==> config.mk <==
export PLATFORM = sky130hd
export DESIGN_NAME = interrupt_controller
export DESIGN_NICKNAME = d
export VERILOG_FILES = /design/src/source/amber_sys_pkg.sv /design/src/source/interrupt_controller.sv
export SDC_FILE = /design/constraint.sdc
export NUM_CORES = 1
export LEC_CHECK = 0
export BUFFER_PORTS_ARGS = -buffer_cell sky130_fd_sc_hd__buf_4
export CELL_PAD_IN_SITES_DETAIL_PLACEMENT = 0
export CELL_PAD_IN_SITES_GLOBAL_PLACEMENT = 1
export CORE_MARGIN = 2
export CORE_UTILIZATION = 15
export CTS_CLUSTER_SIZE = 25
export DETAILED_ROUTE_END_ITERATION = 10
export MAX_ROUTING_LAYER = met4
export PLACE_DENSITY = 0.78
export REMOVE_ABC_BUFFERS = 1
export SLEW_MARGIN = 15
export SYNTH_ARGS = -nofsm -noshare
export SYNTH_HDL_FRONTEND = slang
export SYNTH_SLANG_ARGS = --single-unit
==> constraint.sdc <==
create_clock -name i_sys_clk -period 1.15 [get_ports i_sys_clk]
set_clock_uncertainty 0.1 [all_clocks]
set_input_delay 0.23 -clock i_sys_clk [delete_from_list [all_inputs] [get_ports i_sys_clk]]
set_output_delay 0.23 -clock i_sys_clk [all_outputs]
set_load 0.01 [all_outputs]
==> src/source/amber_sys_pkg.sv <==
package amber_sys_pkg;

    // Bus widths are fixed for this system
    localparam int WB_DWIDTH = 32;
    localparam int WB_SWIDTH = 4;

    // --------------------
    // Wishbone bundles
    // --------------------
    typedef struct packed {
        logic [31:0]          adr;
        logic [WB_SWIDTH-1:0] sel;
        logic                 we;
        logic [WB_DWIDTH-1:0] dat;
        logic                 cyc;
        logic                 stb;
    } wb_req_t;

    typedef struct packed {
        logic [WB_DWIDTH-1:0] dat;
        logic                 ack;
        logic                 err;
    } wb_rsp_t;

    // Address map, from adr[31:28]
    typedef enum logic [3:0] {
        REGION_BOOT_MEM = 4'd0,
        REGION_TEST     = 4'd1,
        REGION_TIMER    = 4'd2,
        REGION_IRQ_CTRL = 4'd3
    } wb_region_e;

    // --------------------
    // Register offsets
    // --------------------
    // Timer, from adr[3:2]
    typedef enum logic [1:0] {
        TM_LOAD  = 2'd0,
        TM_VALUE = 2'd1,
        TM_CTRL  = 2'd2,
        TM_CLEAR = 2'd3
    } timer_reg_e;

    // Interrupt controller, from adr[4:2]
    typedef enum logic [2:0] {
        IC_IRQ_STATUS        = 3'd0,
        IC_RAW_STATUS        = 3'd1,
        IC_IRQ_ENABLE_SET    = 3'd2,
        IC_IRQ_ENABLE_CLEAR  = 3'd3,
        IC_FIRQ_STATUS       = 3'd4,
        IC_FIRQ_ENABLE_SET   = 3'd5,
        IC_FIRQ_ENABLE_CLEAR = 3'd6
    } ic_reg_e;

    // Test module, from adr[3:2]
    typedef enum logic [1:0] {
        TEST_IRQ    = 2'd0,
        TEST_FIRQ   = 2'd1,
        TEST_STATUS = 2'd2
    } test_reg_e;

    // Interrupt source bit positions
    localparam int IRQ_SRC_TEST_IRQ  = 0;
    localparam int IRQ_SRC_TEST_FIRQ = 1;
    localparam int IRQ_SRC_TIMER     = 2;
    localparam int NUM_IRQ_SRC       = 3;

endpackage

==> src/source/interrupt_controller.sv <==
`timescale 1ns/1ns

module interrupt_controller
    import amber_sys_pkg::*;
(
    input  logic                   i_sys_clk,
    input  logic                   i_rst_n,
    input  wb_req_t                i_wb_req,
    output wb_rsp_t                o_wb_rsp,
    input  logic [NUM_IRQ_SRC-1:0] i_irq_src,
    output logic                   o_irq,
    output logic                   o_firq
);

    ic_reg_e                reg_sel;
    logic                   live;
    logic                   wr_en;
    logic                   ack_q;
    logic [NUM_IRQ_SRC-1:0] wr_bits;
    logic [NUM_IRQ_SRC-1:0] irq_mask_q;
    logic [NUM_IRQ_SRC-1:0] firq_mask_q;
    logic [NUM_IRQ_SRC-1:0] irq_status;
    logic [NUM_IRQ_SRC-1:0] firq_status;
    logic [WB_DWIDTH-1:0]   rdata;
    logic [WB_DWIDTH-1:0]   rdata_q;

    assign reg_sel = ic_reg_e'(i_wb_req.adr[4:2]);
    assign live    = i_wb_req.cyc && i_wb_req.stb && !ack_q;
    assign wr_en   = live && i_wb_req.we;
    assign wr_bits = i_wb_req.dat[NUM_IRQ_SRC-1:0];

    // Masked sources per processor line
    assign irq_status  = i_irq_src & irq_mask_q;
    assign firq_status = i_irq_src & firq_mask_q;

    always_ff @(posedge i_sys_clk) begin
        if (!i_rst_n) begin
            ack_q       <= 1'b0;
            irq_mask_q  <= '0;
            firq_mask_q <= '0;
        end else begin
            ack_q <= live;
            if (wr_en) begin
                case (reg_sel)
                    IC_IRQ_ENABLE_SET:    irq_mask_q  <= irq_mask_q | wr_bits;
                    IC_IRQ_ENABLE_CLEAR:  irq_mask_q  <= irq_mask_q & ~wr_bits;
                    IC_FIRQ_ENABLE_SET:   firq_mask_q <= firq_mask_q | wr_bits;
                    IC_FIRQ_ENABLE_CLEAR: firq_mask_q <= firq_mask_q & ~wr_bits;
                    default: ;
                endcase
            end
        end
    end

    always_comb begin
        case (reg_sel)
            IC_IRQ_STATUS:                         rdata = WB_DWIDTH'(irq_status);
            IC_RAW_STATUS:                         rdata = WB_DWIDTH'(i_irq_src);
            IC_FIRQ_STATUS:                        rdata = WB_DWIDTH'(firq_status);
            IC_IRQ_ENABLE_SET, IC_IRQ_ENABLE_CLEAR: rdata = WB_DWIDTH'(irq_mask_q);
            default:                               rdata = WB_DWIDTH'(firq_mask_q);
        endcase
    end

    always_ff @(posedge i_sys_clk) begin
        rdata_q <= rdata;
    end

    assign o_wb_rsp.dat = rdata_q;
    assign o_wb_rsp.ack = ack_q;
    assign o_wb_rsp.err = 1'b0;
    assign o_irq        = |irq_status;
    assign o_firq       = |firq_status;

endmodule

==> results.json <==
{
  "status": "finished with violations",
  "violations": "setup timing",
  "post_drt_wl_per_cell_um": 9.793,
  "cp_top_family": "flip-flops",
  "htree_num_levels": 1,
  "drive_gt1_frac": 0.3478,
  "timing.final.crit_period_ps": 1424,
  "ctsRootBufferMaster": "clkbuf_8",
  "gp_congestion": 0.7699,
  "worstPathRequired_ps": 820,
  "postSynthCellCount": 84,
  "grt-ovfl-total": 0,
  "fmax_mhz": 702.4,
  "postSynth.asyncResetShare": 0,
  "critPathKind": "flop to output pin",
  "regArea_sq_um": 202.7,
  "die_h_um": 73.44,
  "cellPowerDensity_nw_per_um2": 1029,
  "clockBufferDepth": 2,
  "crit_arrival_ps": 1090,
  "tritoncts": "built",
  "maxCapViolCount": 0,
  "dr.pass1.iters": 4,
  "fp.dieArea_sq_um": 5393,
  "drt_wl_total_um": 1655,
  "period_share": 1.238,
  "die_x_um": 73.44,
  "viasPerCell": 3.704,
  "synth-edff-count": 0,
  "finalMaxSlewViolations": 0,
  "dpl.hpwl_um": 1348,
  "dominantRegCellSynth": "dfxtp_1",
  "vias": 626,
  "worst-path-max-fanout": 2,
  "post-route-drc-count": 0,
  "leakage_nw": 0.4746,
  "setup_tns_ps": -1032,
  "ys_types": 19,
  "yosysWarnings": 0,
  "drtIter0Drc": 43,
  "crit_buf_inv": 2,
  "syn-cell-area_sq_um": 723.2,
  "yosysTopAreaCellShare": 0.3322,
  "cp-start-kind": "flop",
  "fin_cells": 169,
  "power_mw": 0.9978,
  "n_antenna_cell": 0,
  "multi_input_area_sq_um": 396.6,
  "portBuffers": 19,
  "synth_most_common_cell": "buf_4",
  "synth_common_cells": "buf_4 (32), dfxtp_1 (10), nand2_1 (7)",
  "cts_sinks": 10,
  "setup_ws_ps": -273.6,
  "yosys_register_bits": 10,
  "grt_max_degree": 9,
  "num_rows": 25,
  "pin_count": 112,
  "grt_pass1_wl_um": 2435,
  "coreArea_sq_um": 4692,
  "grt_use_total": 0.06550,
  "nets": 192,
  "crit_path_top_delay_cell": "dfxtp_2",
  "cts_hold_buf": 0,
  "antenna_found_initial": 0,
  "clk_pin_slew_ps": 50,
  "netlist_top_cells_area": "buf_4 (33%), dfxtp_1 (28%), mux2i_1 (4.2%), nand2_1 (3.6%), o311ai_1 (3.6%)",
  "max-vdd-ir-drop_uv": 347.4,
  "start_util": 0.1541,
  "area_growth_pct": 34.08,
  "finalSetupViolations": 8,
  "synth-seq-area-share": 0.2768,
  "fin_util": 0.2067,
  "end_kind": "output pin",
  "grt_pass1_vias": 565,
  "drtAntennaViolNets": 0,
  "dp.cells": 165,
  "cts_buffers": 3,
  "hold_viol_final": 0,
  "crit_chain": "a222oi_1 -> inv_1 -> buf_6",
  "clkLatencyLatePin_ps": 240,
  "rsz0062_at_grt": "yes",
  "post-synth-top-area-cell": "buf_4",
  "syn_avg_cell_area_sq_um": 8.609,
  "min_path_type": "input port to flop",
  "fill_cells": 528,
  "critical-path-max-stage-delay_ps": 310
}
through the flow:
step | hold WS [ps] | cell area [sq um] | worst slack, ps
CTS | 184.3 | 962.2 | -313.2
global placement | 432.9 | 884.6 | -154.7
detailed placement | 430.5 | 884.6 | -122.2
finish | 181.9 | 969.7 | -273.6
floorplan | 279.5 | 591.8 | -76.49
global route | 208.1 | 969.7 | -371.9
where the power goes:
group | switching (mW) | internal [mW]
combinational | 0.118 | 0.0767
sequential | 0.00374 | 0.359
clock | 0.140 | 0.301
worst paths after layout:
check,to,depth (start not counted),slack [ps],startpoint
worst max-delay path,o_firq,3,-270,flop
worst min-delay path,flop,3,180,i_wb_req[3]
worst max register to register,flop,3,-160,ack_q$_SDFF_PN0_
worst min register to register,flop,3,490,flop
worst register-to-register path, cell delays in order, from the launching register on:
cell,delay [ps]
dfxtp_2,320
nand4b_1,300
o311ai_1,340
o41ai_1,120
cells by family (layout without fill, tap and decap cells):
logic type,count (synthesis),after routing,synth area share
xor gates and xnor gates,1,1,0.01211
and+or+nand+nor,17,17,0.1332
AOI/OAI and AO/OA,17,17,0.1834
other,1,30,0.005185
buffers and inverters,35,37,0.3477
muxes,3,3,0.04152
DFF,10,10,0.2768
routing by layer:
layer / GRT usage / vias up / wire length (um)
li1: - / 307 / -
met2: 0.1141 / 35 / 849
met3: 0.02332 / 5 / 146
met1: 0.05776 / 279 / 614
met4: 0.04848 / 0 / 45
met5: - / - / 0
area by class of cell:
type                       count  area share
clock buffer                   4     0.05677
multi-input combinational     68      0.4090
sequential                    10      0.2090
timing repair buffer          30      0.2439
tap                           54     0.06968
inverter                       3     0.01161
placed cells by master, fill, tap and decap left out, drive strengths merged:
master | netlist | final
a21oi | 3 | 3
a222oi | 2 | 2
and4b | 2 | 2
buf | 32 | 30
clkbuf | 0 | 4
conb | 1 | 30
dfxtp | 10 | 10
inv | 3 | 3
mux2i | 3 | 3
nand2 | 7 | 7
nand2b | 1 | 1
nand3 | 3 | 3
nand3b | 1 | 1
nand4b | 1 | 1
nor2b | 2 | 2
o22ai | 3 | 3
o311ai | 3 | 3
o32ai | 3 | 3
o41ai | 3 | 3
xnor2 | 1 | 1
what timing repair did:
item / in CTS / in global routing
buffers inserted: 0 / 0
pin swaps: 6 / 0
setup endpoints to repair: 8 / 8
gates resized for setup: 6 / 3
(Power assumes the default switching activity.)
