$ cat src/source/amber_sys_pkg.sv
package amber_sys_pkg;

    // Bus widths are fixed for this system
    localparam int WB_DWIDTH = 32;
    localparam int WB_SWIDTH = 4;

    // --------------------
    // Wishbone bundles
    // --------------------
    typedef struct packed {
        logic [31:0]          adr;
        logic [WB_SWIDTH-1:0] sel;
        logic                 we;
        logic [WB_DWIDTH-1:0] dat;
        logic                 cyc;
        logic                 stb;
    } wb_req_t;

    typedef struct packed {
        logic [WB_DWIDTH-1:0] dat;
        logic                 ack;
        logic                 err;
    } wb_rsp_t;

    // Address map, from adr[31:28]
    typedef enum logic [3:0] {
        REGION_BOOT_MEM = 4'd0,
        REGION_TEST     = 4'd1,
        REGION_TIMER    = 4'd2,
        REGION_IRQ_CTRL = 4'd3
    } wb_region_e;

    // --------------------
    // Register offsets
    // --------------------
    // Timer, from adr[3:2]
    typedef enum logic [1:0] {
        TM_LOAD  = 2'd0,
        TM_VALUE = 2'd1,
        TM_CTRL  = 2'd2,
        TM_CLEAR = 2'd3
    } timer_reg_e;

    // Interrupt controller, from adr[4:2]
    typedef enum logic [2:0] {
        IC_IRQ_STATUS        = 3'd0,
        IC_RAW_STATUS        = 3'd1,
        IC_IRQ_ENABLE_SET    = 3'd2,
        IC_IRQ_ENABLE_CLEAR  = 3'd3,
        IC_FIRQ_STATUS       = 3'd4,
        IC_FIRQ_ENABLE_SET   = 3'd5,
        IC_FIRQ_ENABLE_CLEAR = 3'd6
    } ic_reg_e;

    // Test module, from adr[3:2]
    typedef enum logic [1:0] {
        TEST_IRQ    = 2'd0,
        TEST_FIRQ   = 2'd1,
        TEST_STATUS = 2'd2
    } test_reg_e;

    // Interrupt source bit positions
    localparam int IRQ_SRC_TEST_IRQ  = 0;
    localparam int IRQ_SRC_TEST_FIRQ = 1;
    localparam int IRQ_SRC_TIMER     = 2;
    localparam int NUM_IRQ_SRC       = 3;

endpackage

$ cat src/source/timer_module.sv
`timescale 1ns/1ns

module timer_module
    import amber_sys_pkg::*;
(
    input  logic    i_sys_clk,
    input  logic    i_rst_n,
    input  wb_req_t i_wb_req,
    output wb_rsp_t o_wb_rsp,
    output logic    o_timer_int
);

    timer_reg_e           reg_sel;
    logic                 live;
    logic                 wr_en;
    logic                 ack_q;
    logic [WB_DWIDTH-1:0] rdata;
    logic [WB_DWIDTH-1:0] rdata_q;
    logic [WB_DWIDTH-1:0] load_q;
    logic [WB_DWIDTH-1:0] value_q;
    logic                 enable_q;
    logic                 periodic_q;
    logic                 flag_q;

    assign reg_sel = timer_reg_e'(i_wb_req.adr[3:2]);
    assign live    = i_wb_req.cyc && i_wb_req.stb && !ack_q;
    assign wr_en   = live && i_wb_req.we;

    // --------------------
    // Registers and counter
    // --------------------
    always_ff @(posedge i_sys_clk) begin
        if (!i_rst_n) begin
            ack_q      <= 1'b0;
            load_q     <= '0;
            value_q    <= '0;
            enable_q   <= 1'b0;
            periodic_q <= 1'b0;
            flag_q     <= 1'b0;
        end else begin
            ack_q <= live;
            if (wr_en && reg_sel == TM_LOAD) begin
                load_q <= i_wb_req.dat;
            end
            if (wr_en && reg_sel == TM_CLEAR) begin
                flag_q <= 1'b0;
            end
            if (wr_en && reg_sel == TM_CTRL) begin
                enable_q   <= i_wb_req.dat[0];
                periodic_q <= i_wb_req.dat[1];
                // Start from the load value when enabled
                if (i_wb_req.dat[0]) begin
                    value_q <= load_q;
                end
            end else if (enable_q && value_q != '0) begin
                if (value_q == WB_DWIDTH'(1)) begin
                    // Expiry, reload in periodic mode, else hold at zero
                    flag_q  <= 1'b1;
                    value_q <= periodic_q ? load_q : '0;
                end else begin
                    value_q <= value_q - 1'b1;
                end
            end
        end
    end

    always_comb begin
        case (reg_sel)
            TM_LOAD:  rdata = load_q;
            TM_VALUE: rdata = value_q;
            TM_CTRL:  rdata = WB_DWIDTH'({periodic_q, enable_q});
            default:  rdata = WB_DWIDTH'(flag_q);
        endcase
    end

    always_ff @(posedge i_sys_clk) begin
        rdata_q <= rdata;
    end

    assign o_wb_rsp.dat = rdata_q;
    assign o_wb_rsp.ack = ack_q;
    assign o_wb_rsp.err = 1'b0;
    assign o_timer_int  = flag_q;

endmodule

$ cat config.mk
export PLATFORM = sky130hd
export DESIGN_NAME = timer_module
export DESIGN_NICKNAME = d
export VERILOG_FILES = /design/src/source/amber_sys_pkg.sv /design/src/source/timer_module.sv
export SDC_FILE = /design/constraint.sdc
export NUM_CORES = 1
export LEC_CHECK = 0
export BUFFER_PORTS_ARGS = -buffer_cell sky130_fd_sc_hd__buf_2
export CAP_MARGIN = 20
export CORE_AREA = 2 2 77 134
export DETAILED_ROUTE_END_ITERATION = 6
export DIE_AREA = 0 0 79 136
export GPL_TIMING_DRIVEN = 0
export PLACE_DENSITY = 0.72
export SETUP_SLACK_MARGIN = 0.5
export SLEW_MARGIN = 20
export SYNTH_ARGS = -nofsm -noshare
export SYNTH_HDL_FRONTEND = slang
export SYNTH_SLANG_ARGS = --single-unit
$ cat constraint.sdc
create_clock -name i_sys_clk -period 2.5 [get_ports i_sys_clk]
set_input_delay 0.25 -clock i_sys_clk [delete_from_list [all_inputs] [get_ports i_sys_clk]]
set_output_delay 0.25 -clock i_sys_clk [all_outputs]
set_load 0.02 [all_outputs]
==> results_dict.tcl <==
set metrics [dict create \
    rsz0062_at_grt "true" \
    synthToLayoutAreaGrowth_pct 37.30 \
    antenna_found_initial 0 \
    cts_tree "yes" \
    drt_iter0_drc 528 \
    synth_top_area_share 0.4309 \
    synth_xor_area_frac 0.001885 \
    synth_flop_cell "dfxtp_1" \
    drv_cap 0 \
    setup_violations 0 \
    setup.worst_path.end_class "flop" \
    grt_overflow 0 \
    synthMuxAreaShare 0.07406 \
    syn-mean-instance-area_sq_um 8.587 \
    fmax_mhz 402.8 \
    viasPerCell 6.080 \
    leakagePower_nw 2.766 \
    post-route-drc-count 0 \
    async_flop_share 0 \
    period_minus_slack_ns 2.483 \
    syn_inst 541 \
    coreArea_sq_mm 0.009729 \
    powerDensity_mw_per_mm2 533.8 \
    synth_commonest_cells "dfxtp_1 (100), nand2_1 (93), nor2_1 (51), a21boi_0 (33), clkbuf_1 (32)" \
    num_vias 4858 \
    ios 108 \
    yosys-top-cells-area "dfxtp_1 (43%), nand2_1 (7.5%), mux2i_1 (6.7%)" \
    finalWeightedCongestion 0.9467 \
    r2r_end "value_q[31]$_SDFFE_PN0P_" \
    yosys.area_share.simple 0.2289 \
    ant_nets 0 \
    worstPathArrival_ns 2.71 \
    hold_viol_final 0 \
    grt_start_max_net_pins 16 \
    clkLatencyLatePin_ns 0.35 \
    die_x_um 79 \
    layout-drive-gt1-share 0.3264 \
    syn-cell-area_sq_mm 0.004646 \
    layoutNonFillerInstCount 799 \
    grt_pass1_vias 4442 \
    die_h_um 136 \
    io_buffers 70 \
    clkTransAtPathRegs_ns 0.07 \
    rows 48 \
    synth_nets 616 \
    ir_drop_uv 358.9 \
    min-delay-start "i_wb_req[23]" \
    synth_top_cell_by_area "dfxtp_1" \
    ys_ff_latch 100 \
    drt_first_pass_iters 6 \
    synth_compound_area_frac 0.2082 \
    reg2regPathDepth 7 \
    root_buffer "clkbuf_16" \
    post-route-period-util 0.9931 \
    cts_buffers 9 \
    synth.distinct_cells 56 \
    ctsHoldBuffers 0 \
    cp-start-kind "flop" \
    drv_slew 0 \
    dpl.hpwl_um 10340 \
    hold_path.class "in2reg" \
    worstReg2RegStart "value_q[10]$_SDFFE_PN0P_" \
    reg2reg_slack_ns 0.02 \
    crit_end "value_q[31]$_SDFFE_PN0P_" \
    wl_um 16520 \
    startpoint "value_q[10]$_SDFFE_PN0P_" \
    skew_ns 0.005136 \
    worstMarginPinSlew_ns 1.111 \
    placedCellCount 736 \
    required_ns 2.73 \
    crit_fanout 8 \
    synth_edf_count 0 \
    grt_usage 0.2897 \
    whs_ns 0.1438 \
    post_drt_wl_per_cell_um 20.67 \
    yosys.area_share.adder 0.005386 \
    htreeDepth 3 \
    cts_buffer_depth 2 \
    slew_headroom 0.2593 \
    synth_top_family_by_area "simple AND/OR/NAND/NOR gates" \
    grt_pass1_wl_um 23520 \
    yosysWarningCount 0 \
    clkSinkCount 100 \
    crit_type "reg2reg" \
    outcome "complete, no violations" \
    nets 745 \
    yosysMostFrequentCell "dfxtp_1" \
    antenna_cells 0 \
    ys_seq_area_frac 0.4309 \
    dieArea_sq_mm 0.01074 \
    start_util 0.4775 \
]
## metal layers
layer	vias up	part of all wire	GRT usage
met1	2282	0.36	0.3231
met3	88	0.068	0.04515
met5	-	0	0
met2	285	0.50	0.5089
met4	0	0.067	0.1753
li1	2203	-	-
## cells in the final DEF (no fill, tap or decap), types with 9 or more instances in the layout
master,instances
a32o_1,14
clkbuf_8,9
nor3_1,12
a21oi_1,13
buf_4,40
buf_2,72
clkbuf_1,16
nand2_1,91
mux2i_1,31
dfxtp_1,93
o21ai_1,10
nor2_1,50
o21ai_0,12
clkbuf_16,12
a21boi_0,32
## through the flow
stage	setup slack (ns)	instance area (sq um)	TNS [ns]	power [mW]	utilization
floorplan	0.3033	4785	0	1.891	-
global placement	-0.04215	5291	-0.04215	1.998	0.5439
detailed placement	-0.05939	5291	-0.05939	2.002	0.5439
CTS	0.09185	5974	0	3.346	0.6141
global route	-0.003504	6379	-0.003504	3.500	0.6556
finish	0.01721	6379	0	3.405	0.6556
## worst max-delay path: stages, from the launching register on
cell	delay, ns
dfxtp_4	0.37
or4_4	0.59
nor4_4	0.39
nand4_1	0.23
and2_4	0.20
buf_8	0.14
and3_1	0.16
a311o_1	0.28
## how the worst min path moves through the flow
| stage | end | slack (ns) | depth (start not counted) |
|---|---|---|---|
| final | load_q[21]$_SDFFE_PN0P_ | 0.14 | 3 |
| after detailed placement | load_q[19]$_SDFFE_PN0P_ | 0.48 | 2 |
| after floorplan | load_q[10]$_SDFFE_PN0P_ | 0.39 | 2 |
| after global routing | load_q[15]$_SDFFE_PN0P_ | 0.15 | 3 |
| after CTS | load_q[26]$_SDFFE_PN0P_ | 0.15 | 3 |
| after global placement | load_q[1]$_SDFFE_PN0P_ | 0.47 | 2 |
## power by group
part	switching (mW)	internal [mW]
registers	0.0138	1.60
clock network	0.610	0.721
logic	0.250	0.208
total	0.873	2.53
## final cells by class
class                   count  area, sq um
well taps                 125        156.4
clock buffers              11        252.7
clock inverters             4        23.77
fillers                   806         3351
multi-input cells         389         2678
flip-flops and latches    100         2023
repair buffers            118        840.8
plain buffers              45        375.4
inverters                   7        28.78
## timing repair
action / CTS / global route
hold endpoints to repair: 0 / 0
endpoints found under the setup margin: 62 / 61
buffers inserted: 17 / 23
resized for setup: 50 / 57
cloned: 4 / 4
pin swaps: 22 / 30
## flip-flops by register name, indices dropped and copies added (netlist names)
name	count
periodic_q	1
value_q	32
o_timer_int	1
load_q	32
ack_q	1
rdata_q	32
enable_q	1
## kinds of logic after synthesis
group | Yosys count
adder cells (fa/ha/maj) | 2
AND/OR/NAND/NOR | 216
XOR/XNOR | 1
flip-flops | 100
buffers and inverters | 52
other | 1
multiplexers | 33
AO/OA/AOI/OAI | 136
No activity file was read; power rests on OpenSTA's default activity.
