File: config.mk
export PLATFORM = sky130hd
export DESIGN_NAME = wb_decoder
export DESIGN_NICKNAME = d
export VERILOG_FILES = /design/src/source/amber_sys_pkg.sv /design/src/source/wb_decoder.sv
export SDC_FILE = /design/constraint.sdc
export NUM_CORES = 1
export LEC_CHECK = 0
export ABC_AREA = 1
export BUFFER_PORTS_ARGS = -buffer_cell sky130_fd_sc_hd__buf_2
export CORE_AREA = 2 2 207 209
export CTS_BUF_LIST = sky130_fd_sc_hd__clkbuf_2 sky130_fd_sc_hd__clkbuf_4 sky130_fd_sc_hd__clkbuf_8
export DETAILED_ROUTE_END_ITERATION = 10
export DIE_AREA = 0 0 209 211
export SYNTH_ARGS = -nofsm -noshare
export SYNTH_HDL_FRONTEND = slang
export SYNTH_SLANG_ARGS = --single-unit
File: constraint.sdc
create_clock -name i_sys_clk -period 1.77 [get_ports i_sys_clk]
set_input_delay 0.177 -clock i_sys_clk [delete_from_list [all_inputs] [get_ports i_sys_clk]]
set_output_delay 0.177 -clock i_sys_clk [all_outputs]
set_load 0.05 [all_outputs]
File: src/source/amber_sys_pkg.sv
package amber_sys_pkg;

    // Bus widths are fixed for this system
    localparam int WB_DWIDTH = 32;
    localparam int WB_SWIDTH = 4;

    // --------------------
    // Wishbone bundles
    // --------------------
    typedef struct packed {
        logic [31:0]          adr;
        logic [WB_SWIDTH-1:0] sel;
        logic                 we;
        logic [WB_DWIDTH-1:0] dat;
        logic                 cyc;
        logic                 stb;
    } wb_req_t;

    typedef struct packed {
        logic [WB_DWIDTH-1:0] dat;
        logic                 ack;
        logic                 err;
    } wb_rsp_t;

    // Address map, from adr[31:28]
    typedef enum logic [3:0] {
        REGION_BOOT_MEM = 4'd0,
        REGION_TEST     = 4'd1,
        REGION_TIMER    = 4'd2,
        REGION_IRQ_CTRL = 4'd3
    } wb_region_e;

    // --------------------
    // Register offsets
    // --------------------
    // Timer, from adr[3:2]
    typedef enum logic [1:0] {
        TM_LOAD  = 2'd0,
        TM_VALUE = 2'd1,
        TM_CTRL  = 2'd2,
        TM_CLEAR = 2'd3
    } timer_reg_e;

    // Interrupt controller, from adr[4:2]
    typedef enum logic [2:0] {
        IC_IRQ_STATUS        = 3'd0,
        IC_RAW_STATUS        = 3'd1,
        IC_IRQ_ENABLE_SET    = 3'd2,
        IC_IRQ_ENABLE_CLEAR  = 3'd3,
        IC_FIRQ_STATUS       = 3'd4,
        IC_FIRQ_ENABLE_SET   = 3'd5,
        IC_FIRQ_ENABLE_CLEAR = 3'd6
    } ic_reg_e;

    // Test module, from adr[3:2]
    typedef enum logic [1:0] {
        TEST_IRQ    = 2'd0,
        TEST_FIRQ   = 2'd1,
        TEST_STATUS = 2'd2
    } test_reg_e;

    // Interrupt source bit positions
    localparam int IRQ_SRC_TEST_IRQ  = 0;
    localparam int IRQ_SRC_TEST_FIRQ = 1;
    localparam int IRQ_SRC_TIMER     = 2;
    localparam int NUM_IRQ_SRC       = 3;

endpackage

File: src/source/wb_decoder.sv
`timescale 1ns/1ns

module wb_decoder
    import amber_sys_pkg::*;
(
    input  logic    i_sys_clk,
    input  logic    i_rst_n,
    input  wb_req_t i_wb_req,
    output wb_rsp_t o_wb_rsp,
    output wb_req_t o_boot_req,
    output wb_req_t o_test_req,
    output wb_req_t o_timer_req,
    output wb_req_t o_ic_req,
    input  wb_rsp_t i_boot_rsp,
    input  wb_rsp_t i_test_rsp,
    input  wb_rsp_t i_timer_rsp,
    input  wb_rsp_t i_ic_rsp
);

    wb_region_e region;
    logic       unmapped;
    logic       err_q;

    assign region   = wb_region_e'(i_wb_req.adr[31:28]);
    assign unmapped = (region != REGION_BOOT_MEM) && (region != REGION_TEST) &&
                      (region != REGION_TIMER) && (region != REGION_IRQ_CTRL);

    // --------------------
    // Request routing
    // --------------------
    // Every slave sees the address and data, only the selected one sees cyc and stb
    always_comb begin
        o_boot_req      = i_wb_req;
        o_test_req      = i_wb_req;
        o_timer_req     = i_wb_req;
        o_ic_req        = i_wb_req;
        o_boot_req.cyc  = i_wb_req.cyc && (region == REGION_BOOT_MEM);
        o_boot_req.stb  = i_wb_req.stb && (region == REGION_BOOT_MEM);
        o_test_req.cyc  = i_wb_req.cyc && (region == REGION_TEST);
        o_test_req.stb  = i_wb_req.stb && (region == REGION_TEST);
        o_timer_req.cyc = i_wb_req.cyc && (region == REGION_TIMER);
        o_timer_req.stb = i_wb_req.stb && (region == REGION_TIMER);
        o_ic_req.cyc    = i_wb_req.cyc && (region == REGION_IRQ_CTRL);
        o_ic_req.stb    = i_wb_req.stb && (region == REGION_IRQ_CTRL);
    end

    // Bus error for holes in the map, same latency as a slave ack
    always_ff @(posedge i_sys_clk) begin
        if (!i_rst_n) begin
            err_q <= 1'b0;
        end else begin
            err_q <= i_wb_req.cyc && i_wb_req.stb && unmapped && !err_q;
        end
    end

    // --------------------
    // Response return
    // --------------------
    always_comb begin
        case (region)
            REGION_BOOT_MEM: o_wb_rsp = i_boot_rsp;
            REGION_TEST:     o_wb_rsp = i_test_rsp;
            REGION_TIMER:    o_wb_rsp = i_timer_rsp;
            REGION_IRQ_CTRL: o_wb_rsp = i_ic_rsp;
            default: begin
                o_wb_rsp     = '0;
                o_wb_rsp.err = err_q;
            end
        endcase
    end

endmodule

==> metrics.md, run 1 <==
| Metric | Value |
|---|---|
| Outcome | finished clean |
| GR peak layer | met2 |
| Crit path capture type | output port |
| DIE AREA | about 0.044 mm2 |
| Initial DRC count | around 150 |
| Number of nets in the layout | 627 |
| Post-CTS Hold Buffers | 0 |
| Post_cts resized | 0 |
| Syn Area/Cell | 6.44 um2 |
| Setup slack, reg-to-reg | 1.23 ns |
| DR DRC count | 0 |
| Synth unique cells | 15 |
| Seq cells post-synth | 1 |
| Worst path required time | 1.59 ns |
| # fillers | between 4,000 and 5,000 |
| Yosys top cell area share | between 60% and 70% |
| Tcrit/Tclk final | about nine tenths |
| Biggest regs | err_q: 1 flops |
| P_int | roughly 0.00028 W |
| Number of global-route vias before repair | 2,559 |
| GRT met1 Usage | 5.71% |
| Met3 Track Usage GR | between 1.5 and 2% |
| DR WL/cell | roughly 13 um |
| Crit path DAT | around 1.4 ns |
| Inst Count DP | 955 |
| Post-DP HPWL | 10.2 mm |
| Synthesized Nets | roughly 710 |
| Port bufs | about 200 |
| Chip width | around 210 um |
| Layout cells sized above 1 | between 50% and 60% |
| GP Congestion | around 0.7 |
| Final setup fails | 0 |
| R2R Path End | err_q |
| Vias | ~2,600 |
| Register area share after synthesis | less than 1% |
| Initial Util | about 7.7% |
| GRT Util Overall | 4.93% |
| Worst-margin pin slew | ~0.27 ns |
| Post-synthesis instance area | around 0.0032 mm2 |
| Antenna violations before repair | 2 |
| Psw | approximately 0.00049 W |
| GRT Residual Overflow | 0 |
| Fmax | approximately 630 MHz |
| Top cells by area, synth | buf_4 66%, nand3_1 16%, nand4_1 6.4% |
| Placeable Area | ~0.042 mm2 |
| HP Class | input pin to output port |
| Power Dens Cells | 257 mW/mm2 |
| Crit path kind | input pin to output port |
| Met2 GRT Util | around 7.5% |
| Post-DRT Antenna Nets | 0 |
| Area leader, netlist | buf_4 |
| Worst Setup SP | i_wb_req[70] |
| Die H | 211 um |
| Maxcap violations | 0 |
| Rows | 75 |
| Logic pwr share | 96.8% |
| Via density | about 2.8 |
| Skew final | 0 ns |
| Net Sw Frac | 63.7% |
| Sequential share of power | around 3.2% |
| Final slew viol count | 0 |
| Post-route setup TNS | 0 ns |
| Fin. Hold Viols | 0 |
| Drt total wl | approximately 12 mm |
| Area Overhead vs Synth | -7.38% |
| Clock Power Share | 0% |
| Tmin final | about 1.6 ns |
| Worst setup path end | o_wb_rsp[21] |
| Register with the most flip-flops | err_q |
| Slew HR | 82.4% |
| Worst setup SP type | input pin |
| Worst-Skew Late Latency | 0 ns |
| Beginning of the worst register-to-register path | err_q |
| DR pass1 iterations | 6 |
| Ports | about 530 |
| Post-Synthesis Cells | 500 |
| Leakage | ~1.3 nW |
| Peak VDD IR | between 150 and 200 uV |
| Setup repair after global routing missed its margin | no |
| Post-route insts no fill | around 960 |
| YS warnings | 0 |
| Crit path max fanout | 30 |
| Reg2Reg Depth | 1 |
| Max FFs per register | 1 |
| Ant diodes | 0 |
| First-pass GRT wire length | ~16 mm |
| Pin count of the biggest net entering global routing | 38 |
| Setup bufs post-CTS | 0 |
-- synth_stat cells --
master	n
buf_2	13
buf_4	281
buf_6	1
clkbuf_1	4
dfxtp_1	1
inv_1	3
inv_2	4
nand2_1	40
nand2_2	1
nand3_1	104
nand4_1	33
nor2_1	9
nor2_2	1
nor2_4	4
nor3_1	1
-- worst max-delay path, stage by stage --
cell and delay (ns):
buf_2 0.13, nor2_4 0.22, buf_4 0.17, buf_12 0.17, nand3_1 0.15, nand4_1 0.11
buf_2 0.26
-- logic make-up (layout without fill, tap and decap cells) --
| kind of cell | after synthesis | count (layout) | synth area share [%] |
|---|---|---|---|
| and+or+nand+nor | 193 | 193 | 30.2 |
| DFF | 1 | 1 | 0.622 |
| buffers and inverters | 306 | 222 | 69.2 |
-- power by group through the flow --
stage	combinational, W	sequential (W)	clock (W)
2_1_floorplan	0.00200	0.0000242	0
3_3_place_gp	0.000753	0.0000246	0
3_5_place_dp	0.000750	0.0000245	0
4_1_cts	0.000751	0.0000245	0
5_1_grt	0.000790	0.0000245	0
6_report	0.000741	0.0000244	0
-- metrics by stage --
| step | cell area [um2] | util (%) | power [W] | setup WS (ns) | hold WS, ns |
|---|---|---|---|---|---|
| 5_1_grt | 2980 | 7.14 | 0.000814 | 0.0913 | 0.354 |
| 3_3_place_gp | 2980 | 7.14 | 0.000778 | 0.169 | 0.355 |
| 4_1_cts | 2980 | 7.14 | 0.000776 | 0.156 | 0.355 |
| 3_5_place_dp | 2980 | 7.14 | 0.000774 | 0.158 | 0.355 |
| 2_1_floorplan | 3220 | - | 0.00203 | 0.183 | 0.308 |
| 6_report | 2980 | 7.14 | 0.000766 | 0.192 | 0.354 |
-- metal layers --
layer	vias up	wire, um
met4	2	740
met2	282	5210
li1	1200	-
met1	1093	4380
met5	-	13
met3	68	1620
-- placed cells by master, fill, tap and decap left out --
cell and count:
nand2_1 40, buf_4 5, buf_12 13, nand2_2 1
nor3_1 1, inv_1 3, nand4_1 33, inv_2 4
nor2_4 5, buf_2 197, nor2_1 9, dfxtp_1 1
nand3_1 104
-- cell type report --
cell class | instances | area, um2 | area share (%)
inverter | 7 | 26.3 | 0.881
timing repair buffer | 215 | 1280 | 43.0
tap | 539 | 674 | 22.6
sequential | 1 | 20.0 | 0.671
multi-input combinational | 193 | 978 | 32.8
-- how the worst min path moves through the flow --
stage / start / to / slack, ns / cells after the start
6_report: i_wb_req[22] / o_test_req[22] / 0.35 / 0
5_1_grt: i_wb_req[59] / o_ic_req[59] / 0.35 / 0
4_1_cts: i_wb_req[66] / o_test_req[66] / 0.35 / 0
3_5_place_dp: i_wb_req[66] / o_test_req[66] / 0.35 / 0
3_3_place_gp: i_wb_req[66] / o_test_req[66] / 0.35 / 0
2_1_floorplan: i_wb_req[0] / err_q / 0.31 / 2
Note: power is estimated with default switching activity, not from simulation.
==> inputs of run 2 (changes only) <==
==> constraint.sdc (replaced) <==
create_clock -name i_sys_clk -period 1.3 [get_ports i_sys_clk]
set_input_delay 0.13 -clock i_sys_clk [delete_from_list [all_inputs] [get_ports i_sys_clk]]
set_output_delay 0.13 -clock i_sys_clk [all_outputs]
set_load 0.05 [all_outputs]
==> run 2 against run 1 <==
Compared with the run above: the flow now finishes with violations (setup timing); final cell count grew 1.7%; largest power group unchanged; power grew 67%; wire length grew 8.3%; utilization grew 1.6 points; combinational power grew 67%; via count grew 3.7%.
==> metrics.md, run 2 (synthesized netlist as in run 1, its figures left out) <==
| Metric | Value |
|---|---|
| Via density | 2.82 (was 2.77) |
| Tmin final | ~1.4 ns |
| Slew HR | 78.4% (was 82.4%) |
| Post-DRT Antenna Nets | 0 (unchanged) |
| Worst-Skew Late Latency | 0 ns (about the same) |
| Maxcap violations | 0 (unchanged) |
| Crit path kind | input pin to output port (unchanged) |
| Number of global-route vias before repair | 2,782 (was 2,559) |
| Pin count of the biggest net entering global routing | 31 (was 38) |
| CP dominant cell by count | buf_12 (was buf_2) |
| Number of nets in the layout | 643 (was 627) |
| Most common cell after layout, fill and taps aside | buf_2 (unchanged) |
| DR DRC count | 0 (unchanged) |
| Crit path capture type | output port (unchanged) |
| P_int | 0.000539 W (was 0.000278 W) |
| Power Total | 0.00128 W (was 0.000766 W) |
| Placeable Area | 0.0418 mm2 (unchanged) |
| GRT Residual Overflow | 0 (unchanged) |
| Psw | 0.000737 W (was 0.000488 W) |
| First-pass GRT wire length | 17.3 mm (was 16.3 mm) |
| Worst Setup SP | i_wb_req[70] (unchanged) |
| Final slew viol count | 0 (unchanged) |
| HP Class | input pin to output port (unchanged) |
| Peak VDD IR | 211 uV (was 174 uV) |
| Post-CTS Hold Buffers | 0 (unchanged) |
| Biggest regs | err_q: 1 flops (unchanged) |
| CP max stage cell | buf_4 (was buf_2) |
| Initial Util | 7.71% (unchanged) |
| Pre-CTS setup slack | -0.271 ns (was 0.158 ns) |
| Beginning of the worst register-to-register path | err_q (unchanged) |
| GP Congestion | 0.718 (was 0.682) |
| Initial DRC count | 133 (was 153) |
| Sequential share of power | 2.6% (was 3.2%) |
| Commonest non-fill, non-tap cells in the layout | 157 x buf_2, 104 x nand3_1, 34 x buf_6, 33 x nand4_1, 25 x buf_12 (was 197 x buf_2, 104 x nand3_1, 40 x nand2_1, 33 x nand4_1, 13 x buf_12) |
| GRT Util Overall | 5.24% (was 4.93%) |
| Hold_sp | i_wb_req[42] (was i_wb_req[22]) |
| Antenna violations before repair | 1 (was 2) |
| Logic pwr share | 97.4% (was 96.8%) |
| Top Family by Delay on Critical Path | buffers and inverters (unchanged) |
| Leakage | 1.53 nW (was 1.30 nW) |
| DR WL/cell | 13.3 um (was 12.5 um) |
| Net Sw Frac | 57.7% (was 63.7%) |
| Clock Power Share | 0% (about the same) |
| Layout Utilization | 8.76% (was 7.14%) |
| DR pass1 iterations | 7 (was 6) |
| Worst Path Buf+Inv | 4 (unchanged) |
| Fin. Hold Viols | 0 (unchanged) |
| Fmax | slightly above 700 MHz |
| Die H | 211 um (unchanged) |
| Drt total wl | 13.0 mm (was 12.0 mm) |
| Register with the most flip-flops | err_q (unchanged) |
| Tcrit/Tclk final | 109% |
| Critical Path Max Stage Delay | 0.30 ns (was 0.26 ns) |
| Ant diodes | 0 (unchanged) |
| Violated checks | setup timing |
| Skew final | 0 ns (unchanged) |
| Worst-margin pin slew | 0.324 ns (was 0.266 ns) |
| Crit path max fanout | 30 (unchanged) |
| Port bufs | 201 (unchanged) |
| Outcome | complete, but fails checks (was finished clean) |
| Rows | 75 (unchanged) |
| Final setup fails | 42 (was 0) |
| Post-route setup slack | -0.121 ns (was 0.192 ns) |
| Area Overhead vs Synth | 13.6% (was -7.38%) |
| CP cell instances | buf_6, nor2_4, buf_12, buf_4, nand3_1, nand4_1, buf_12 (was buf_2, nor2_4, buf_4, buf_12, nand3_1, nand4_1, buf_2) |
| Worst setup SP type | input pin (unchanged) |
| Power Dens Cells | 349 mW/mm2 (was 257 mW/mm2) |
| Setup repair after global routing missed its margin | yes (was no) |
| Chip width | 209 um (unchanged) |
| Max FFs per register | 1 (unchanged) |
| DIE AREA | 0.0441 mm2 (unchanged) |
| Post-DP HPWL | 9.90 mm (was 10.2 mm) |
| Vias | 2,743 (was 2,645) |
| Ports | 527 (unchanged) |
| Crit path DAT | 1.29 ns (was 1.40 ns) |
| Layout cells sized above 1 | 61.1% (was 54.1%) |
| Worst path required time | 1.17 ns (was 1.59 ns) |
## run 2: timing repair
| action | CTS | global route |
|---|---|---|
| endpoints found under the setup margin | 42 | 42 |
| resized for setup | 89 | 16 |
| pin swaps | 3 | 3 |
| cloned | 2 | 2 |
| setup buffers | 4 | 0 |
## run 2: power groups by stage
stage / Sequential (W) / Combinational [W] / Clock, W
finish: 0.0000332 / 0.00124 / 0
floorplan: 0.0000329 / 0.00273 / 0
global route: 0.0000334 / 0.00131 / 0
global placement: 0.0000332 / 0.00108 / 0
detailed placement: 0.0000332 / 0.00108 / 0
CTS: 0.0000332 / 0.00122 / 0
## run 2: cell type report
class | count | area, um2
flip-flops and latches | 1 | 20.0
inverters | 7 | 31.3
repair buffers | 231 | 1860
well taps | 539 | 674
fillers | 4901 | 38100
multi-input cells | 193 | 1080
## run 2: path summary, 6_finish.rpt
check | endpoint | slack, ns | depth (start not counted)
worst max register to register | err_q | 0.74 | 1
worst min-delay path | o_timer_req[42] | 0.26 | 0
worst min register to register | err_q | 0.44 | 1
worst max-delay path | o_wb_rsp[3] | -0.12 | 7
## run 2: stage by stage
step / hold slack (ns) / instance area [um2] / TNS (ns) / instances
floorplan: 0.261 / 3230 / -1.16 / 500
global placement: 0.261 / 3160 / -7.71 / 963
detailed placement: 0.261 / 3160 / -8.06 / 963
CTS: 0.261 / 3550 / -2.95 / 969
global route: 0.260 / 3660 / -5.54 / 971
finish: 0.260 / 3660 / -2.14 / 971
## run 2: metal layers
| metal | GRT usage (%) | vias to the layer above | share of wire (%) |
|---|---|---|---|
| met1 | 6.18 | 1181 | 39 |
| met5 | 0 | - | 0.093 |
| met3 | 1.65 | 55 | 11 |
| li1 | - | 1237 | - |
| met2 | 8.56 | 268 | 46 |
| met4 | 2.68 | 2 | 4.4 |
==> inputs of run 3 (changes only) <==
==> constraint.sdc (replaced) <==
create_clock -name i_sys_clk -period 1.65 [get_ports i_sys_clk]
set_input_delay 0.165 -clock i_sys_clk [delete_from_list [all_inputs] [get_ports i_sys_clk]]
set_output_delay 0.165 -clock i_sys_clk [all_outputs]
set_load 0.05 [all_outputs]
==> run 3 against run 2 <==
Compared with the run above: the flow now finishes without violations; worst setup slack improved by 0.21 ns; via count decreased by 0.87%; register-to-register slack improved by 0.37 ns; critical path depth increased by 1; largest power group unchanged.
==> metrics.md, run 3 (synthesized netlist as in run 1, its figures left out) <==
| Metric | Value |
|---|---|
| Vias | 2,719 (was 2,743) |
| Crit path kind | input pin to output port (unchanged) |
| Setup bufs post-CTS | 0 (was 4) |
| Layout Utilization | 7.30% (was 8.76%) |
| Post-DP HPWL | 10.2 mm (was 9.90 mm) |
| Die H | 211 um (unchanged) |
| Most common cell after layout, fill and taps aside | buf_2 (unchanged) |
| DR WL/cell | 12.6 um (was 13.3 um) |
| Power Dens Cells | 276 mW/mm2 (was 349 mW/mm2) |
| Crit path max fanout | 20 (was 30) |
| DIE AREA | 0.0441 mm2 (unchanged) |
| Fin. Hold Viols | 0 (unchanged) |
| Placeable Area | 0.0418 mm2 (unchanged) |
| Max FFs per register | 1 (unchanged) |
| Via density | 2.82 (about the same) |
| # fillers | 4,938 (was 4,901) |
| Post-DRT Antenna Nets | 0 (unchanged) |
| Clock Power Share | 0% (about the same) |
| Skew final | 0 ns (unchanged) |
| Final setup fails | 0 (was 42) |
| Post-CTS Hold Buffers | 0 (unchanged) |
| Initial DRC count | 179 (was 133) |
| DR DRC count | 0 (unchanged) |
| Tmin final | 1.56 ns |
| Tcrit/Tclk final | between 90% and 100% |
| Net Sw Frac | 63.2% (was 57.7%) |
| CP max stage cell | buf_2 (was buf_4) |
| Rows | 75 (unchanged) |
| First-pass GRT wire length | 15.8 mm (was 17.3 mm) |
| Area Overhead vs Synth | -5.40% (was 13.6%) |
| Crit path DAT | 1.40 ns (was 1.29 ns) |
| Final slew viol count | 0 (unchanged) |
| Register with the most flip-flops | err_q (unchanged) |
| Outcome | finished clean (was complete, but fails checks) |
| Setup slack, reg-to-reg | 1.11 ns (was 0.74 ns) |
| Worst path required time | 1.48 ns (was 1.17 ns) |
| Chip width | 209 um (unchanged) |
| Power Total | 0.000841 W (was 0.00128 W) |
| Initial Util | 7.71% (unchanged) |
| Inst Count DP | 963 (unchanged) |
| Fmax | approximately 640 MHz |
| Placed cell area | 0.00303 mm2 (was 0.00316 mm2) |
| P_int | 0.000310 W (was 0.000539 W) |
| Drt total wl | 12.1 mm (was 13.0 mm) |
| Critical Path Max Stage Delay | 0.27 ns (was 0.30 ns) |
| Ports | 527 (unchanged) |
| GRT Util Overall | 4.82% (was 5.24%) |
| Finished Cell Area | 0.00305 mm2 (was 0.00366 mm2) |
| Psw | 0.000531 W (was 0.000737 W) |
| Layout cells sized above 1 | 55.0% (was 61.1%) |
| Antenna violations before repair | 2 (was 1) |
| Biggest regs | err_q: 1 flops (unchanged) |
| GRT Residual Overflow | 0 (unchanged) |
| Slew HR | 82.6% (was 78.4%) |
| DR pass1 iterations | 4 (was 7) |
| Commonest non-fill, non-tap cells in the layout | 193 x buf_2, 104 x nand3_1, 40 x nand2_1, 33 x nand4_1, 13 x buf_4 (was 157 x buf_2, 104 x nand3_1, 34 x buf_6, 33 x nand4_1, 25 x buf_12) |
| Peak VDD IR | 185 uV (was 211 uV) |
| Maxcap violations | 0 (unchanged) |
| Worst-margin pin slew | 0.261 ns (was 0.324 ns) |
| Post-route insts no fill | 964 (was 971) |
| CP cell instances | buf_2, nor2_4, inv_2, nor2_4, buf_12, nand2_1, nand4_1, buf_2 (was buf_6, nor2_4, buf_12, buf_4, nand3_1, nand4_1, buf_12) |
| Logic pwr share | 96.9% (was 97.4%) |
| Worst setup SP type | input pin (unchanged) |
| Port bufs | 201 (unchanged) |
| Crit path capture type | output port (unchanged) |
| HP Class | input pin to output port (unchanged) |
| Leakage | 1.34 nW (was 1.53 nW) |
| Worst-Skew Late Latency | 0 ns (about the same) |
| Sequential share of power | 3.1% (was 2.6%) |
| Number of global-route vias before repair | 2,426 (was 2,782) |
| GP Congestion | 0.715 (was 0.718) |
| Min Hold Slack | 0.330 ns (was 0.260 ns) |
| Setup repair after global routing missed its margin | yes (unchanged) |
| Number of nets in the layout | 635 (was 643) |
| Pin count of the biggest net entering global routing | 31 (unchanged) |
==> run 3: cell types whose count changed in the layout (fill, tap and decap cells not counted), moves of 5 or more <==
cell     previous run  this run
nand2_2            12         1
nand2_4             5         0
buf_6              34         1
nor2_1              2         9
buf_12             25        12
nand2_1            24        40
buf_2             157       193
==> run 3: final timing paths <==
path,to,start,cells past startpoint
worst min-delay path,o_test_req[28],i_wb_req[28],0
worst max register to register,err_q,err_q,1
worst min register to register,err_q,err_q,1
worst max-delay path,o_wb_rsp[4],i_wb_req[70],8
==> run 3: area by class of cell <==
class                      count  area [um2]  area share [%]
timing repair buffer         223        1350            44.1
multi-input combinational    193         978            32.1
tap                          539         674            22.1
inverter                       7        26.3           0.862
sequential                     1        20.0           0.657
antenna                        1        2.50          0.0821
==> run 3: metal layers <==
| layer | part of all wire (%) | global-route usage [%] | vias up |
|---|---|---|---|
| met3 | 14 | 2.04 | 77 |
| met2 | 43 | 7.31 | 287 |
| li1 | - | - | 1219 |
| met5 | 0.14 | 0 | - |
| met1 | 37 | 5.57 | 1134 |
| met4 | 6.4 | 3.13 | 2 |
==> run 3: worst max-delay path, delay by kind of cell <==
kind | cells | cell delay [ns]
buf+inv | 4 | 0.66
simple gates | 4 | 0.53
==> run 3: stage by stage <==
step | setup slack, ns | setup TNS [ns]
3_5_place_dp | 0.0538 | 0
2_1_floorplan | 0.0872 | 0
4_1_cts | 0.0458 | 0
3_3_place_gp | 0.0501 | 0
6_report | 0.0857 | 0
5_1_grt | -0.0172 | -0.0651
==> run 3: power by group through the flow <==
stage	Clock, W	Combinational (W)	Sequential (W)
after floorplan	0	0.00215	0.0000259
after global placement	0	0.000817	0.0000263
after detailed placement	0	0.000813	0.0000261
after CTS	0	0.000816	0.0000261
after global routing	0	0.000860	0.0000263
final	0.00000000000947	0.000815	0.0000261
==> run 3: timing repair <==
item,CTS,global route
setup endpoints to repair,0,5
resized for setup,0,5
endpoints found under the hold margin,0,0
